$ cat src/sram_io_reg_pkg.sv
// Host register map. Bit positions must match the host driver and the chip pinout
`default_nettype none

package sram_io_reg_pkg;

    // ----------------------------------------
    // Host bus
    // ----------------------------------------
    localparam int bus_width = 32;            // All read and write buses

    // ----------------------------------------
    // Control word bits (write only)
    // ----------------------------------------
    localparam int ctrl_bgn_bit  = 0;
    localparam int load_bit      = 1;         // 0 to 1 starts a transfer
    localparam int mod0_bit      = 2;
    localparam int mod1_bit      = 3;
    localparam int app_done_bit  = 4;
    localparam int rst_n_bit     = 6;         // Chip reset, active low
    localparam int cpu_wait_bit  = 7;
    localparam int test_mux_lsb  = 8;         // Three bits wide
    localparam int clk_stop_bit  = 11;

    // Status word bits (read only)
    localparam int stat_rdy_bit       = 0;
    localparam int stat_nxt_end_bit   = 1;
    localparam int stat_nxt_cont_bit  = 2;
    localparam int stat_app_start_bit = 3;
    localparam int stat_so_bit        = 4;
    localparam int stat_busy_bit      = 5;

    // Mode codes that start a serial transfer
    localparam logic [1:0] mode_load_to_chip   = 2'b00;
    localparam logic [1:0] mode_read_from_chip = 2'b10;

endpackage

`default_nettype wire

$ cat src/sram_io_frame_pkg.sv
// Serial frame layout. Address sits above data and bit 0 leaves the FPGA first
`default_nettype none

package sram_io_frame_pkg;

    localparam int frame_addr_width = 10;
    localparam int frame_data_width = 8;
    localparam int frame_width      = frame_addr_width + frame_data_width;

    // Same 18 bits, seen as a shift vector or as address and data fields
    typedef struct packed {
        logic [frame_addr_width-1:0] addr;    // Upper bits
        logic [frame_data_width-1:0] data;    // Lower bits
    } sram_frame_fields_t;

    typedef union packed {
        logic [frame_width-1:0] raw;          // Shift register view
        sram_frame_fields_t     fields;       // Readback view
    } sram_frame_u;

endpackage

`default_nettype wire

$ cat src/sram_io_ctrl_decode.sv
// Host write decode. Writes land at the strobe edge and there is no back-pressure
`timescale 1ns/1ps
`default_nettype none

module sram_io_ctrl_decode
    import sram_io_reg_pkg::*;
    import sram_io_frame_pkg::*;
#(
    parameter int clk_width       = 8,
    parameter int default_cntsclk = 0
)
(
    input  logic                        csi_clk,
    input  logic                        rsi_reset_n,

    input  logic [bus_width-1:0]        cpuctrl_writedata,
    input  logic                        cpuctrl_write,
    input  logic [bus_width-1:0]        cntsclk_writedata,
    input  logic                        cntsclk_write,
    input  logic [bus_width-1:0]        sram_addr_writedata,
    input  logic                        sram_addr_write,
    input  logic [bus_width-1:0]        sram_data_writedata,
    input  logic                        sram_data_write,

    output logic                        ctrl_bgn,
    output logic [1:0]                  ctrl_mode,
    output logic                        rst_n_out,
    output logic                        cpu_wait,
    output logic [2:0]                  test_mux,
    output logic                        app_done,
    output logic                        clk_stop,

    output logic [frame_addr_width-1:0] sram_addr,
    output logic [frame_data_width-1:0] sram_data,
    output logic [clk_width-1:0]        cntsclk,

    output logic                        load_level,
    output logic                        load_pulse
);

    // ----------------------------------------
    // Control word and divider value
    // ----------------------------------------
    always_ff @(posedge csi_clk)
    begin
        if (!rsi_reset_n)
        begin
            ctrl_bgn   <= 1'b0;
            ctrl_mode  <= 2'b00;
            rst_n_out  <= 1'b0;                // Chip held in reset
            cpu_wait   <= 1'b0;
            test_mux   <= 3'b000;
            app_done   <= 1'b0;
            clk_stop   <= 1'b0;
            load_level <= 1'b0;
            load_pulse <= 1'b0;
            cntsclk    <= clk_width'(default_cntsclk);
        end
        else
        begin
            load_pulse <= 1'b0;
            if (cpuctrl_write)
            begin
                ctrl_bgn   <= cpuctrl_writedata[ctrl_bgn_bit];
                ctrl_mode  <= {cpuctrl_writedata[mod1_bit], cpuctrl_writedata[mod0_bit]};
                rst_n_out  <= cpuctrl_writedata[rst_n_bit];
                cpu_wait   <= cpuctrl_writedata[cpu_wait_bit];
                test_mux   <= cpuctrl_writedata[test_mux_lsb +: 3];
                app_done   <= cpuctrl_writedata[app_done_bit];
                clk_stop   <= cpuctrl_writedata[clk_stop_bit];
                load_level <= cpuctrl_writedata[load_bit];
                // Only a 0 to 1 change of the load bit starts a transfer
                load_pulse <= cpuctrl_writedata[load_bit] & ~load_level;
            end
            if (cntsclk_write)
                cntsclk <= cntsclk_writedata[clk_width-1:0];
        end
    end

    // Frame source registers
    always_ff @(posedge csi_clk)
    begin
        if (sram_addr_write)
            sram_addr <= sram_addr_writedata[frame_addr_width-1:0];
        if (sram_data_write)
            sram_data <= sram_data_writedata[frame_data_width-1:0];
    end

endmodule

`default_nettype wire

$ cat src/sram_io_clock_gen.sv
// Chip clock divider. The period is 2*(cntsclk+1) host cycles and clk_stop parks it low
`timescale 1ns/1ps
`default_nettype none

module sram_io_clock_gen #(
    parameter int clk_width = 8
)
(
    input  logic                 csi_clk,
    input  logic                 rsi_reset_n,
    input  logic [clk_width-1:0] cntsclk,
    input  logic                 clk_stop,
    output logic                 chip_clk,
    output logic                 fall_en
);

    logic [clk_width-1:0] div_cnt;
    logic                 div_match;

    // A lowered divider value must not leave the count stuck above it
    assign div_match = (div_cnt >= cntsclk);

    // ----------------------------------------
    // Divider count and chip clock
    // ----------------------------------------
    always_ff @(posedge csi_clk)
    begin
        if (!rsi_reset_n)
        begin
            div_cnt  <= '0;
            chip_clk <= 1'b0;
        end
        else if (clk_stop)
        begin
            chip_clk <= 1'b0;                // Count frozen while stopped
        end
        else if (div_match)
        begin
            div_cnt  <= '0;
            chip_clk <= ~chip_clk;
        end
        else
        begin
            div_cnt <= div_cnt + 1'b1;
        end
    end

    // Stands in for the falling edge of the chip clock
    assign fall_en = div_match & chip_clk & ~clk_stop;

endmodule

`default_nettype wire

$ cat src/sram_io_shift_engine.sv
// Serial frame engine. Shifts only on chip clock falls and drops a load while busy
`timescale 1ns/1ps
`default_nettype none

module sram_io_shift_engine
    import sram_io_reg_pkg::*;
    import sram_io_frame_pkg::*;
(
    input  logic                        csi_clk,
    input  logic                        rsi_reset_n,
    input  logic                        fall_en,
    input  logic                        load_pulse,
    input  logic [1:0]                  ctrl_mode,
    input  logic [frame_addr_width-1:0] sram_addr,
    input  logic [frame_data_width-1:0] sram_data,
    input  logic                        ctrl_so,
    output sram_frame_u                 frame,
    output logic                        busy,
    output logic                        ctrl_si
);

    logic       pending;                       // Load seen, waiting for a fall
    logic [4:0] bit_cnt;
    logic       active;

    assign active = pending | (bit_cnt != 5'd0);

    // ----------------------------------------
    // Frame register and bit counter
    // ----------------------------------------
    always_ff @(posedge csi_clk)
    begin
        if (!rsi_reset_n)
        begin
            pending   <= 1'b0;
            bit_cnt   <= 5'd0;
            frame.raw <= '0;
        end
        else
        begin
            if (load_pulse && !active)
                pending <= 1'b1;

            if (fall_en)
            begin
                if (pending)
                begin
                    pending <= 1'b0;
                    case (ctrl_mode)
                        mode_load_to_chip:
                        begin
                            frame.fields.addr <= sram_addr;
                            frame.fields.data <= sram_data;
                            bit_cnt           <= 5'(frame_width - 1);
                        end
                        mode_read_from_chip:
                        begin
                            // Chip output is already valid at the first fall
                            frame.raw <= {ctrl_so, frame.raw[frame_width-1:1]};
                            bit_cnt   <= 5'(frame_width - 1);
                        end
                        default:
                            bit_cnt <= 5'd0;   // Other modes cancel
                    endcase
                end
                else if (bit_cnt != 5'd0)
                begin
                    frame.raw <= {ctrl_so, frame.raw[frame_width-1:1]};
                    bit_cnt   <= bit_cnt - 5'd1;
                end
            end
        end
    end

    assign busy    = load_pulse | active;     // Up in the load cycle itself
    assign ctrl_si = frame.raw[0];            // LSB leaves first

endmodule

`default_nettype wire

$ cat src/sram_io_readback.sv
// Read side. All buses are combinational and unused upper bits read as zero
`timescale 1ns/1ps
`default_nettype none

module sram_io_readback
    import sram_io_reg_pkg::*;
    import sram_io_frame_pkg::*;
(
    input  sram_frame_u          frame,
    input  logic                 busy,
    input  logic                 ctrl_rdy,
    input  logic                 ctrl_nxt_end,
    input  logic                 ctrl_nxt_cont,
    input  logic                 app_start,
    input  logic                 ctrl_so,
    output logic [bus_width-1:0] cpustat_readdata,
    output logic [bus_width-1:0] sram_addr_readdata,
    output logic [bus_width-1:0] sram_data_readdata
);

    // Status word
    always_comb
    begin
        cpustat_readdata                     = '0;
        cpustat_readdata[stat_rdy_bit]       = ctrl_rdy;
        cpustat_readdata[stat_nxt_end_bit]   = ctrl_nxt_end;
        cpustat_readdata[stat_nxt_cont_bit]  = ctrl_nxt_cont;
        cpustat_readdata[stat_app_start_bit] = app_start;
        cpustat_readdata[stat_so_bit]        = ctrl_so;
        cpustat_readdata[stat_busy_bit]      = busy;
    end

    // Field view of the frame
    assign sram_addr_readdata = {{(bus_width-frame_addr_width){1'b0}}, frame.fields.addr};
    assign sram_data_readdata = {{(bus_width-frame_data_width){1'b0}}, frame.fields.data};

endmodule

`default_nettype wire

$ cat src/sram_io_ctrl_top.sv
// SRAM IO bridge top. Single clock domain on csi_clk and the chip clock is always divided
`timescale 1ns/1ps
`default_nettype none

module sram_io_ctrl_top
    import sram_io_reg_pkg::*;
    import sram_io_frame_pkg::*;
#(
    parameter int clk_width       = 8,
    parameter int default_cntsclk = 0
)
(
    input  logic                 csi_clk,
    input  logic                 rsi_reset_n,

    // Host side
    input  logic [bus_width-1:0] cpuctrl_writedata,
    input  logic                 cpuctrl_write,
    input  logic [bus_width-1:0] cntsclk_writedata,
    input  logic                 cntsclk_write,
    input  logic [bus_width-1:0] sram_addr_writedata,
    input  logic                 sram_addr_write,
    input  logic [bus_width-1:0] sram_data_writedata,
    input  logic                 sram_data_write,
    output logic [bus_width-1:0] cpustat_readdata,
    output logic [bus_width-1:0] sram_addr_readdata,
    output logic [bus_width-1:0] sram_data_readdata,

    // Chip side
    output logic                 ctrl_bgn_export,
    output logic                 mod0_export,
    output logic                 mod1_export,
    output logic                 load_export,
    output logic                 ctrl_si_export,
    output logic                 rst_n_export,
    output logic                 cpu_wait_export,
    output logic [2:0]           test_mux_export,
    output logic                 app_done_export,
    output logic                 chip_clk_export,
    input  logic                 ctrl_so_export,
    input  logic                 ctrl_rdy_export,
    input  logic                 ctrl_nxt_end_export,
    input  logic                 ctrl_nxt_cont_export,
    input  logic                 app_start_export
);

    logic [1:0]                  ctrl_mode;
    logic                        clk_stop;
    logic [clk_width-1:0]        cntsclk;
    logic [frame_addr_width-1:0] sram_addr;
    logic [frame_data_width-1:0] sram_data;
    logic                        load_pulse;
    logic                        fall_en;
    logic                        busy;
    sram_frame_u                 frame;

    sram_io_ctrl_decode #(
        .clk_width       (clk_width),
        .default_cntsclk (default_cntsclk)
    ) sram_io_ctrl_decode_i (
        .csi_clk             (csi_clk),
        .rsi_reset_n         (rsi_reset_n),
        .cpuctrl_writedata   (cpuctrl_writedata),
        .cpuctrl_write       (cpuctrl_write),
        .cntsclk_writedata   (cntsclk_writedata),
        .cntsclk_write       (cntsclk_write),
        .sram_addr_writedata (sram_addr_writedata),
        .sram_addr_write     (sram_addr_write),
        .sram_data_writedata (sram_data_writedata),
        .sram_data_write     (sram_data_write),
        .ctrl_bgn            (ctrl_bgn_export),
        .ctrl_mode           (ctrl_mode),
        .rst_n_out           (rst_n_export),
        .cpu_wait            (cpu_wait_export),
        .test_mux            (test_mux_export),
        .app_done            (app_done_export),
        .clk_stop            (clk_stop),
        .sram_addr           (sram_addr),
        .sram_data           (sram_data),
        .cntsclk             (cntsclk),
        .load_level          (load_export),
        .load_pulse          (load_pulse)
    );

    sram_io_clock_gen #(
        .clk_width (clk_width)
    ) sram_io_clock_gen_i (
        .csi_clk     (csi_clk),
        .rsi_reset_n (rsi_reset_n),
        .cntsclk     (cntsclk),
        .clk_stop    (clk_stop),
        .chip_clk    (chip_clk_export),
        .fall_en     (fall_en)
    );

    sram_io_shift_engine sram_io_shift_engine_i (
        .csi_clk     (csi_clk),
        .rsi_reset_n (rsi_reset_n),
        .fall_en     (fall_en),
        .load_pulse  (load_pulse),
        .ctrl_mode   (ctrl_mode),
        .sram_addr   (sram_addr),
        .sram_data   (sram_data),
        .ctrl_so     (ctrl_so_export),
        .frame       (frame),
        .busy        (busy),
        .ctrl_si     (ctrl_si_export)
    );

    sram_io_readback sram_io_readback_i (
        .frame              (frame),
        .busy               (busy),
        .ctrl_rdy           (ctrl_rdy_export),
        .ctrl_nxt_end       (ctrl_nxt_end_export),
        .ctrl_nxt_cont      (ctrl_nxt_cont_export),
        .app_start          (app_start_export),
        .ctrl_so            (ctrl_so_export),
        .cpustat_readdata   (cpustat_readdata),
        .sram_addr_readdata (sram_addr_readdata),
        .sram_data_readdata (sram_data_readdata)
    );

    // ----------------------------------------
    // Mode pins
    // ----------------------------------------
    // Serial modes 00 and 10 both show 00 on the pins
    assign mod0_export = ctrl_mode[0];
    assign mod1_export = ctrl_mode[0] ? ctrl_mode[1] : 1'b0;

endmodule

`default_nettype wire

$ cat config.mk
export PLATFORM = sky130hd
export DESIGN_NAME = sram_io_ctrl_top
export DESIGN_NICKNAME = d
export VERILOG_FILES = /design/src/sram_io_reg_pkg.sv /design/src/sram_io_frame_pkg.sv /design/src/sram_io_ctrl_decode.sv /design/src/sram_io_clock_gen.sv /design/src/sram_io_shift_engine.sv /design/src/sram_io_readback.sv /design/src/sram_io_ctrl_top.sv
export SDC_FILE = /design/constraint.sdc
export NUM_CORES = 1
export LEC_CHECK = 0
export BUFFER_PORTS_ARGS = -buffer_cell sky130_fd_sc_hd__buf_4
export CAP_MARGIN = 30
export CELL_PAD_IN_SITES_DETAIL_PLACEMENT = 1
export CELL_PAD_IN_SITES_GLOBAL_PLACEMENT = 1
export CORE_MARGIN = 2
export CORE_UTILIZATION = 32
export CTS_CLUSTER_SIZE = 10
export DETAILED_ROUTE_END_ITERATION = 12
export GPL_TIMING_DRIVEN = 0
export PLACE_DENSITY = 0.95
export SYNTH_ARGS = -nofsm -noshare
export SYNTH_HDL_FRONTEND = slang
export SYNTH_SLANG_ARGS = --single-unit
$ cat constraint.sdc
create_clock -name csi_clk -period 5 [get_ports csi_clk]
set_input_delay 0 -clock csi_clk [delete_from_list [all_inputs] [get_ports csi_clk]]
set_output_delay 0 -clock csi_clk [all_outputs]
set_load 0.1 [all_outputs]
# == Word level (Yosys, flattened, before mapping) ==
# Cells that the tools add are included.
# totals
mem_count,0
ram_bits,0
latch_bits,0
out_inout_bits,108
mem_bits_ro,0
input_bits,139
register_bits,71
# classes
n_div,0
reduce_logical,10
eq_ne,2
order_cmp,1
add_sub_neg,2
n_mul,0
n_mux,11
bitwise,9
shift,0
# op_table
cell,count
two-way mux 18 bit,2
case mux 18 bit (2 select lines),1
two-way mux 5 bit,3
adder 8 x 1 -> 8 bit (second input constant),1
greater-or-equal comparator 8 bit,1
two-way mux 8 bit,1
nonzero test 5 bit,1
subtractor 5 x 1 -> 5 bit (second input constant),1
two-way mux 1 bit,4
inverter 1 bit,4
AND reduction 2 bit,2
OR reduction 2 bit,2
AND 1 bit,3
inequality test 3 bit (second input constant),1
AND reduction 3 bit,1
equality test 2 bit (second input constant),1
logical NOT 2 bit,1
OR 1 bit,2
nonzero test 2 bit,1
logical AND 1 bit,1
logical NOT 1 bit,1

# == Logic depth before layout (Yosys ltp) ==
# Gate-level depths: netlist (run 1).
# depth
depth_word,7
depth_mapped,9
mapped_depth_nobuf,7

# == Hierarchy ==
# Synthesis (run 1) repeated with hierarchy kept, for this count alone.
# unflattened
cells_unflattened,414
hier_area_um2,4116.4
# modules_own_cells
mod,cells_each,seq_area_each_um2,instances,area_per_inst_um2
sram_io_shift_engine,154,480.5,1,1401.3
sram_io_ctrl_decode,81,940.9,1,1287.5
sram_io_readback,97,0.0,1,724.4
sram_io_clock_gen,81,180.2,1,696.9
sram_io_ctrl_top,1,0.0,1,6.3

# == Least setup slack after synthesis (run 1) ==
# Ideal clock, no wire load.
# synth_path
path_type,reg-to-reg
startpoint,register sram_io_clock_gen_i.chip_clk
endpoint,register sram_io_shift_engine_i.frame[0] (netlist bit)
path_slack_ns,2.775
period_less_slack_ns,2.225
stages_incl_launch_ff,7
t_arrival_ns,2.104
path_buffers,2
required_time_ns,4.878
cell_sequence,dfxtp_1 nand2b_1 a21oi_1 o221ai_2 buf_6 buf_6 mux2i_1
# synth_between
elab_chain_len,3
# synth_lines
item,line,source
start: declaration,sram_io_clock_gen.sv:13,"output logic chip_clk,"
start signal: assignment,sram_io_clock_gen.sv:40,chip_clk <= ~chip_clk;
AND 1 bit (2 in a row),sram_io_clock_gen.sv:49,assign fall_en = div_match & chip_clk & ~clk_stop;
AND reduction 3 bit (no source line),n/a,
end: declaration,sram_io_shift_engine.sv:17,"output sram_frame_u frame,"
# No other way between the ends.
# A chain may end at the register's enable or synchronous reset.

# == Final worst setup path (run 1) ==
# layout_path
startpoint,register sram_io_clock_gen_i.div_cnt[0]
endpoint,register sram_io_shift_engine_i.frame[7] (netlist bit)
# layout_between
elab_chain_len,4
# layout_lines
item,line,source
start: declaration,sram_io_clock_gen.sv:17,logic [clk_width-1:0] div_cnt;
start signal: assignment,sram_io_clock_gen.sv:44,div_cnt <= div_cnt + 1'b1;
greater-or-equal comparator 8 bit,sram_io_clock_gen.sv:21,assign div_match = (div_cnt >= cntsclk);
AND 1 bit (2 in a row),sram_io_clock_gen.sv:49,
AND reduction 3 bit (no source line),n/a,
# No other way between the ends.

==> results.txt, run 1 <==
status = complete, but fails checks
failing checks = hold timing
area leader, netlist = dfxtp_1
largest net degree at the start of global routing = 12
Fmax = 411.7 MHz
sequential area share after synthesis = 42.36%
area grow syn2layout = 45.10%
Clock Latency Late Sink = 0.33 ns
All-Layer GR Usage = 16.51%
FFs w/ async S/R, synth = 0%
GRT Residual Overflow = 0
Max Root-Sink Buffers = 2
CP arrival = 2.68 ns
drt pass-1 iters = 4
worst reg2reg startpoint = sram_io_clock_gen_i.div_cnt[0]
fillers = 1314
Power Density = 323.5 nW/um^2
final hold slack = -0.001907 ns
final setup TNS = 0 ns
Synth warnings = 0
Distinct cells, synth = 44
# resized after CTS = 0
count leader, synth = buf_4
Critical Path Max Stage Delay = 0.48 ns
clock slew at reported path FFs = 0.05 ns
Setup CP Type = flop to flop
first-pass GRT wire length = 16.73 mm
Die Y = 112.7 um
fin. max-slew vios = 0
CP Buf/Inv Count = 3
top_reg_cell synth = dfxtp_1
Post-synth EDFFs = 18
CTS Sinks = 71
Worst Skew = 0.006628 ns
#FFs+latches synth = 71
setup bufs post-CTS = 0
Placed Area = 4805 sq um
mean area per synthesized cell = 9.745 sq um
cell row count = 39
ANT cells = 0
Hold/Removal Path Class = input port to flop
ANT nets after route = 0
largest family of logic cells by synthesized area = buffers and inverters
DRC errors left = 0
Initial Util = 32.97%
cells along the critical path = inv_1 -> ha_1 -> nand2b_1 -> a2111oi_4 -> nor2_1 -> o221ai_2 -> buf_6 -> buf_6 -> mux2i_1
fin area = 5487 sq um
Setup crit end kind = flop
Post-CTS Hold Buffers = 40
XOR/XNOR Fraction of Synth Area = 1.158%
worst-path fanout max = 10
crit path from = sram_io_clock_gen_i.div_cnt[0]
layout cell share with drive strength beyond 1 = 33.28%
Die ar. = 12700 sq um
via count = 3153
final total power = 1.775 mW
die width = 112.7 um
H-tree levels = 3
initial antenna violation count = 0
Placed Cells = 679
RSZ-0062 raised after global routing = no
hold_sp = cntsclk_writedata[1]
most frequent CP cell = buf_6
CP max-delay cell = dfxtp_1
Final Cycle Share = 48.58%
top cells by count, synth = 79 x buf_4, 53 x dfxtp_1, 49 x nand2_1
final setup violation count = 0
Max-slew headroom = 52.36%
CTS tree = done
CP Launch Type = flop
mapped cell area = 3781 sq um
Avg Vias per Cell = 4.290
Synth top area share = 28.06%
Post-Synth Simple-Gate Area = 12.08%
vias in the first global route = 3402
maximum VDD drop = 0.0002087 V
DR WL/cell = 14.19 um
Synth Area in Compound Gates = 6.254%
Iteration-0 DRC Markers = 86
Worst EP required = 5.25 ns
Port Buffer Count = 77
core area = 11470 sq um
Final Hold Viols = 1
io pins = 247
CTS buffer count = 9
GP Congestion = 0.7657
synth top area cells = dfxtp_1 28%, buf_4 16%, edfxtp_1 14%
delay-heaviest family, CP = compound AO/OA/AOI/OAI gates
final wirelength = 10.43 mm
HPWL after DPL = 7.312 mm
post-route insts no fill = 735
fin worst setup slack = 2.571 ns
Slew @ Worst Pin = 0.7146 ns
Core Util, Final = 47.85%
post-synthesis mux area share = 15.16%
fin crit period = 2.429 ns
max_cap viols = 0
adder-cell share of the synthesized area = 3.640%
fin nets = 737
Place WS = 2.607 ns
Clock Tree Root = clkbuf_16
cell leakage power = 2.709 nW
synthesized instance count = 388
## kinds of logic (layout without fill, tap and decap cells)
group	count (synthesis)	in the layout
mux	55	55
simple gates	103	103
xor+xnor	5	5
fa+ha+maj	11	11
compound gates	32	32
other cells	1	72
buf+inv	110	243
flops	71	71
## power breakdown
group	switching (mW)	internal [mW]
clock	0.233	0.378
combinational	0.392	0.137
sequential	0.0190	0.617
## state kept, by name, summed over array words and instances, names as in the netlist, 2 cells and up
| register | count |
|---|---|
| sram_io_ctrl_decode_i.sram_data | 8 |
| sram_io_ctrl_decode_i.test_mux | 3 |
| sram_io_ctrl_decode_i.ctrl_mode | 2 |
| sram_io_clock_gen_i.div_cnt | 8 |
| sram_io_ctrl_decode_i.cntsclk | 8 |
| sram_io_shift_engine_i.bit_cnt | 5 |
| sram_io_shift_engine_i.frame | 18 |
| sram_io_ctrl_decode_i.sram_addr | 10 |
## routing by layer
metal | vias to the layer above | part of all wire [%] | GRT usage (%)
li1 | 1549 | - | -
met1 | 1464 | 38 | 18.22
met2 | 118 | 54 | 30.66
met3 | 22 | 5.8 | 3.964
met4 | 0 | 2.3 | 6.016
met5 | - | 0 | 0
## worst paths after layout
kind / to / slack, ns / cells past startpoint
min: sram_io_ctrl_decode_i.cntsclk[1] / -0.002 / 3
min reg2reg: sram_io_shift_engine_i.frame[11] / 0.49 / 2
max reg2reg: sram_io_shift_engine_i.frame[7] / 2.57 / 9
max: sram_io_shift_engine_i.frame[7] / 2.57 / 9
## worst register-to-register path, stage by stage, from the launching register on
cell,delay [ns]
dfxtp_1,0.48
inv_1,0.09
ha_1,0.26
nand2b_1,0.17
a2111oi_4,0.41
nor2_1,0.15
o221ai_2,0.17
buf_6,0.19
buf_6,0.19
mux2i_1,0.23
## layout by cell type (no fill, tap or decap), drive strengths merged, types with 2 or more instances in the layout
cell type    instances
a21oi                8
a31oi                2
buf                163
clkbuf              24
conb                72
dfxtp               53
dlygate4sd3         40
edfxtp              18
ha                  11
inv                 15
mux2                18
mux2i               37
nand2               49
nand2b               4
nand3                5
nand4b               2
nor2                32
nor3                 3
o2111ai              2
o21a                 2
o21ai                8
o311ai               2
xnor2                2
xor2                 3
## layout make-up
class	instances	area, sq um	area share (%)
inverters	16	60.06	1.095
well taps	143	178.9	3.261
plain buffers	94	668.1	12.18
flip-flops and latches	71	1602	29.19
repair buffers	117	978.4	17.83
clock buffers	16	281.5	5.131
multi-input cells	278	1718	31.31
Power figures use the tool's default switching activity.
==> inputs of run 2 (changes only) <==
CORE_UTILIZATION = 30   (was 32)
PLACE_DENSITY = 0.91   (was 0.95)
clock period = 2.25 ns   (was 5 ns; I/O delays follow)
==> run 2 against run 1 <==
The flow now finishes without violations; via count up 3.6%; clock-buffer cell count down 2; fmax up 10%; routed wire length up 11%; sequential share of layout area down 0.54 points; clock skew up 0.00051 ns; combinational power up 130%; die area up 6.4%; worst hold slack better by 0.099 ns; sequential cell count unchanged; first-iteration DRC count up 66%; setup slack worse by 2.5 ns; critical endpoint is now sram_io_shift_engine_i.frame[6].
==> results.txt, run 2 (synthesized netlist as in run 1, its figures left out) <==
Placed Cells = 708 (was 679)
fin nets = 742 (was 737)
Clock Tree Root = clkbuf_16 (unchanged)
CP Launch Type = flop (unchanged)
met3 Use GR = 4.152% (was 3.964%)
vias in the first global route = 3433 (was 3402)
gr busiest metal = met2 (unchanged)
Avg Vias per Cell = 4.248 (was 4.290)
drt pass-1 iters = 4 (unchanged)
fin crit period = 2.201 ns (was 2.429 ns)
layout cell share with drive strength beyond 1 = 35.01% (was 33.28%)
Largest regs = sram_io_shift_engine_i.frame (18), sram_io_ctrl_decode_i.sram_addr (10) (unchanged)
Worst EP required = 2.47 ns (was 5.25 ns)
Slew @ Worst Pin = 0.7900 ns (was 0.7146 ns)
Final Cycle Share = 97.83% (was 48.58%)
via count = 3267 (was 3153)
final wirelength = 11.61 mm (was 10.43 mm)
Final Hold Viols = 0 (was 1)
status = complete, no violations (was complete, but fails checks)
max_cap viols = 0 (unchanged)
setup slack, reg-to-reg = 0.05 ns (was 2.57 ns)
Largest register FFs = 18 (unchanged)
H-tree levels = 3 (unchanged)
All-Layer GR Usage = 16.90% (was 16.51%)
Initial Util = 30.33% (was 32.97%)
CP arrival = 2.42 ns (was 2.68 ns)
final setup violation count = 0 (unchanged)
first-pass GRT wire length = 17.37 mm (was 16.73 mm)
DRC errors left = 0 (unchanged)
fin. max-slew vios = 0 (unchanged)
cell leakage power = 2.744 nW (was 2.709 nW)
Max-slew headroom = 47.33% (was 52.36%)
ANT cells = 0 (unchanged)
Worst Skew = 0.007135 ns (was 0.006628 ns)
CTS Sinks = 71 (unchanged)
final setup TNS = 0 ns (unchanged)
core area = 12470 sq um (was 11470 sq um)
Iteration-0 DRC Markers = 143 (was 86)
initial antenna violation count = 0 (unchanged)
area grow syn2layout = 48.28% (was 45.10%)
Clock Latency Late Sink = 0.33 ns (about the same)
Placed Area = 4841 sq um (was 4805 sq um)
RR Endpoint = sram_io_shift_engine_i.frame[6] (was sram_io_shift_engine_i.frame[7])
GRT Residual Overflow = 0 (unchanged)
die width = 116.3 um (was 112.7 um)
clock slew at reported path FFs = 0.06 ns (was 0.05 ns)
fin area = 5607 sq um (was 5487 sq um)
hold_sp = ctrl_so_export (was cntsclk_writedata[1])
Setup CP Type = flop to flop (unchanged)
worst-path fanout max = 10 (unchanged)
most frequent cells in the layout = 160 x buf_4, 72 x conb_1, 51 x dfxtp_1 (was 156 x buf_4, 72 x conb_1, 53 x dfxtp_1)
M1 GR Usage = 17.36% (was 18.22%)
Hold/Removal Path Class = input port to flop (unchanged)
R2R cell count = 8 (was 9)
Setup crit end kind = flop (unchanged)
hold path depth = 4 (was 3)
worst reg2reg startpoint = sram_io_ctrl_decode_i.cntsclk[6] (was sram_io_clock_gen_i.div_cnt[0])
DR WL/cell = 15.10 um (was 14.19 um)
largest net degree at the start of global routing = 13 (was 12)
io pins = 247 (unchanged)
met2 Usage GRT = 32.98% (was 30.66%)
Power Density = 721.3 nW/um^2 (was 323.5 nW/um^2)
GP Congestion = 0.7764 (was 0.7657)
register bank with the most flops = sram_io_shift_engine_i.frame (unchanged)
Max Root-Sink Buffers = 2 (unchanged)
maximum VDD drop = 0.0003902 V (was 0.0002087 V)
CTS buffer count = 9 (unchanged)
Fmax = 454.3 MHz (was 411.7 MHz)
Port Buffer Count = 77 (unchanged)
end of the worst hold path = sram_io_shift_engine_i.frame[17] (was sram_io_ctrl_decode_i.cntsclk[1])
Die Y = 116.3 um (was 112.7 um)
ANT nets after route = 0 (unchanged)
CTS tree = done (unchanged)
most common cell after layout, fill and taps aside = buf_4 (unchanged)
cell row count = 41 (was 39)
Die ar. = 13520 sq um (was 12700 sq um)
post-route insts no fill = 769 (was 735)
HPWL after DPL = 7.274 mm (was 7.312 mm)
[run 2: layout make-up]
cell class	count	area (sq um)
buffer	94	674.4
sequential	71	1607
inverter	16	60.06
multi-input combinational	278	1735
tap	172	215.2
clock buffer	14	285.3
timing repair buffer	122	1018
clock inverter	2	11.26
fill	1445	6859
[run 2: stage by stage]
stage,total power [mW],hold slack [ns],setup slack [ns],util (%)
after floorplan,2.378,0.09887,0.02474,-
after global placement,2.513,0.1782,-0.02726,38.83
after detailed placement,2.537,0.1792,-0.09953,38.83
after CTS,4.009,0.07973,0.007301,44.66
after global routing,4.172,0.1408,-0.02156,44.98
final,4.044,0.09728,0.04872,44.98
[run 2: critical path, cell delays in order, from the launching register on]
cell and delay, ns:
dfxtp_1 0.35, inv_1 0.07, ha_1 0.28, nand2_1 0.10, o21ai_0 0.58, o221ai_2 0.23
buf_6 0.17, buf_8 0.14, mux2i_2 0.15
[run 2: metal layers]
metal,share of wire [%],vias to the layer above
li1,-,1562
met2,55,143
met3,5.7,28
met1,37,1534
met5,0,-
met4,2.4,0
[run 2: worst max path at each step]
| stage | cells after the start | from | to | slack (ns) |
|---|---|---|---|---|
| floorplan | 6 | sram_io_clock_gen_i.chip_clk | sram_io_shift_engine_i.frame[0] | 0.02 |
| global placement | 9 | sram_io_clock_gen_i.div_cnt[0] | sram_io_shift_engine_i.frame[5] | -0.03 |
| detailed placement | 9 | sram_io_clock_gen_i.div_cnt[0] | sram_io_shift_engine_i.frame[2] | -0.1 |
| CTS | 8 | sram_io_clock_gen_i.div_cnt[0] | sram_io_clock_gen_i.div_cnt[6] | 0.007 |
| global route | 8 | sram_io_shift_engine_i.bit_cnt[0] | sram_io_shift_engine_i.frame[6] | -0.02 |
| finish | 8 | sram_io_ctrl_decode_i.cntsclk[6] | sram_io_shift_engine_i.frame[6] | 0.05 |
[run 2: report_power, final]
part           leakage, nW  total [mW]  switching, mW  internal (mW)
clock                0.148        1.42          0.544          0.874
sequential           0.609        1.41         0.0423           1.37
combinational         1.99        1.21          0.889          0.322
[run 2: repair_timing]
action,4_1_cts,5_1_grt
hold buffers,41,0
resized for setup,3,8
pin swaps,0,4
setup endpoints to repair,14,31
hold endpoints to repair,56,0
setup buffers,2,2
==> inputs of run 3 (changes only) <==
CORE_UTILIZATION = 27   (was 30)
PLACE_DENSITY = 0.87   (was 0.91)
clock period = 2 ns   (was 2.25 ns; I/O delays follow)
==> run 3 against run 2 <==
The flow now finishes with violations (setup timing); critical path depth down 1; sequential power increased by 13%; sequential cell count unchanged; clock power up 8%.
==> results.txt, run 3 (synthesized netlist as in run 1, its figures left out) <==
GRT Residual Overflow = 0 (unchanged)
area of the multi-input gates = 1868 sq um (was 1735 sq um)
Setup CP Type = flop to flop (unchanged)
Iteration-0 DRC Markers = 125 (was 143)
ANT cells = 0 (unchanged)
fin. max-slew vios = 0 (unchanged)
largest net degree at the start of global routing = 12 (was 13)
setup slack, reg-to-reg = -0.03 ns (was 0.05 ns)
fin crit period = 2.025 ns (was 2.201 ns)
Max Root-Sink Buffers = 2 (unchanged)
most common cell after layout, fill and taps aside = buf_4 (unchanged)
maximum VDD drop = 0.0004675 V (was 0.0003902 V)
Critical Path Max Stage Delay = 0.53 ns (was 0.58 ns)
Core Util, Final = 42.32% (was 44.98%)
Max-slew headroom = 48.15% (was 47.33%)
GP Congestion = 0.7801 (was 0.7764)
Largest register FFs = 18 (unchanged)
CTS tree = done (unchanged)
via count = 3304 (was 3267)
final setup violation count = 3 (was 0)
CP Launch Type = flop (unchanged)
initial antenna violation count = 0 (unchanged)
Setup crit end kind = flop (unchanged)
final total power = 4.547 mW (was 4.044 mW)
delay-heaviest family, CP = compound AO/OA/AOI/OAI gates (unchanged)
Register Area = 1624 sq um (was 1607 sq um)
final hold slack = 0.08191 ns (was 0.09728 ns)
DRC errors left = 0 (unchanged)
first-pass GRT wire length = 17.39 mm (was 17.37 mm)
fillers = 1567 (was 1445)
cell leakage power = 2.813 nW (was 2.744 nW)
final wirelength = 11.98 mm (was 11.61 mm)
met2 wire len = 6.494 mm (was 6.384 mm)
CTS Sinks = 71 (unchanged)
layout cell share with drive strength beyond 1 = 40.77% (was 35.01%)
area grow syn2layout = 54.17% (was 48.28%)
met1 WL = 4.336 mm (was 4.291 mm)
Die Y = 122.3 um (was 116.3 um)
fin worst setup slack = -0.02537 ns (was 0.04872 ns)
CTS buffer count = 9 (unchanged)
io pins = 247 (unchanged)
cells along the critical path = inv_2 -> ha_4 -> o21ai_2 -> a211o_1 -> o21a_2 -> or4_4 -> o21ai_2 (was inv_1 -> ha_1 -> nand2_1 -> o21ai_0 -> o221ai_2 -> buf_6 -> buf_8 -> mux2i_2)
WL met3 = 791 um (was 658 um)
All-Layer GR Usage = 14.91% (was 16.90%)
CP max-delay cell = or4_4 (was o21ai_0)
register bank with the most flops = sram_io_shift_engine_i.frame (unchanged)
vias in the first global route = 3467 (was 3433)
Clock Latency Late Sink = 0.33 ns (about the same)
Fmax = 493.7 MHz (was 454.3 MHz)
Initial Util = 27.45% (was 30.33%)
CP arrival = 2.29 ns (was 2.42 ns)
cell row count = 43 (was 41)
status = complete, but fails checks (was complete, no violations)
die width = 122.3 um (was 116.3 um)
Largest regs = sram_io_shift_engine_i.frame (18), sram_io_ctrl_decode_i.sram_addr (10) (unchanged)
Place WS = -0.3489 ns (was -0.09953 ns)
max_cap viols = 0 (unchanged)
HPWL after DPL = 7.300 mm (was 7.274 mm)
H-tree levels = 3 (unchanged)
highest metal used = met4 (unchanged)
Final Hold Viols = 0 (unchanged)
drt pass-1 iters = 4 (unchanged)
core area = 13770 sq um (was 12470 sq um)
clock slew at reported path FFs = 0.06 ns (about the same)
Die ar. = 14970 sq um (was 13520 sq um)
RSZ-0062 raised after global routing = yes
Power Density = 780.1 nW/um^2 (was 721.3 nW/um^2)
most frequent cells in the layout = 161 x buf_4, 72 x conb_1, 47 x nand2_1 (was 160 x buf_4, 72 x conb_1, 51 x dfxtp_1)
Avg Vias per Cell = 4.230 (was 4.248)
Worst EP required = 2.26 ns (was 2.47 ns)
Hold/Removal Path Class = input port to flop (unchanged)
failing checks = setup timing
fin nets = 746 (was 742)
Final Cycle Share = 101.3% (was 97.83%)
most frequent CP cell = o21ai_2
Placed Cells = 716 (was 708)
ANT nets after route = 0 (unchanged)
Port Buffer Count = 77 (unchanged)
post-route insts no fill = 781 (was 769)
Worst Skew = 0.007512 ns (was 0.007135 ns)
Slew @ Worst Pin = 0.7778 ns (was 0.7900 ns)
CP Buf/Inv Count = 1 (was 3)
Clock Tree Root = clkbuf_16 (unchanged)
DR WL/cell = 15.34 um (was 15.10 um)
worst-path fanout max = 3 (was 10)
[run 3: tightest hold or removal path, delay by kind of cell]
family	cells	cell delay (ns)
buf+inv	1	0.09
simple gates	1	0.05
mux	2	0.24
[run 3: power by group]
| group | switching, mW | internal [mW] |
|---|---|---|
| combinational | 1.02 | 0.390 |
| sequential | 0.0486 | 1.55 |
| clock | 0.594 | 0.949 |
| total | 1.66 | 2.89 |
[run 3: path summary, 6_finish.rpt]
check	from	endpoint	cells after the start
hold / removal	ctrl_so_export	sram_io_shift_engine_i.frame[17]	4
hold reg to reg	sram_io_shift_engine_i.frame[9]	sram_io_shift_engine_i.frame[9]	2
setup reg to reg	sram_io_ctrl_decode_i.cntsclk[3]	sram_io_shift_engine_i.bit_cnt[3]	7
setup / recovery	sram_io_ctrl_decode_i.cntsclk[3]	sram_io_shift_engine_i.bit_cnt[3]	7
[run 3: routing by layer]
| metal | vias to the layer above | global-route usage (%) |
|---|---|---|
| li1 | 1566 | - |
| met1 | 1563 | 15.44 |
| met2 | 144 | 28.40 |
| met3 | 31 | 3.671 |
| met4 | 0 | 6.106 |
| met5 | - | 0 |
[run 3: final cells by class]
type	count	area share [%]
clock inverters	2	0.2146
inverters	16	1.073
repair buffers	126	18.46
multi-input cells	278	32.05
well taps	180	3.863
plain buffers	94	11.76
clock buffers	14	4.722
flip-flops and latches	71	27.86
[run 3: timing repair]
item                                    CTS  global route
pin swaps                                 6            11
endpoints found under the hold margin    56             0
hold buffers                             41             0
buffers inserted                          4             3
resized for setup                        22            31
gates cloned                              1             0
endpoints found under the setup margin   32            32
[run 3: per-stage QoR]
| step | setup TNS, ns | cell area [sq um] |
|---|---|---|
| after floorplan | 0 | 4053 |
| after global placement | -3.594 | 4856 |
| after detailed placement | -6.958 | 4856 |
| after CTS | -0.2812 | 5695 |
| after global routing | -0.9399 | 5829 |
| final | -0.07127 | 5829 |
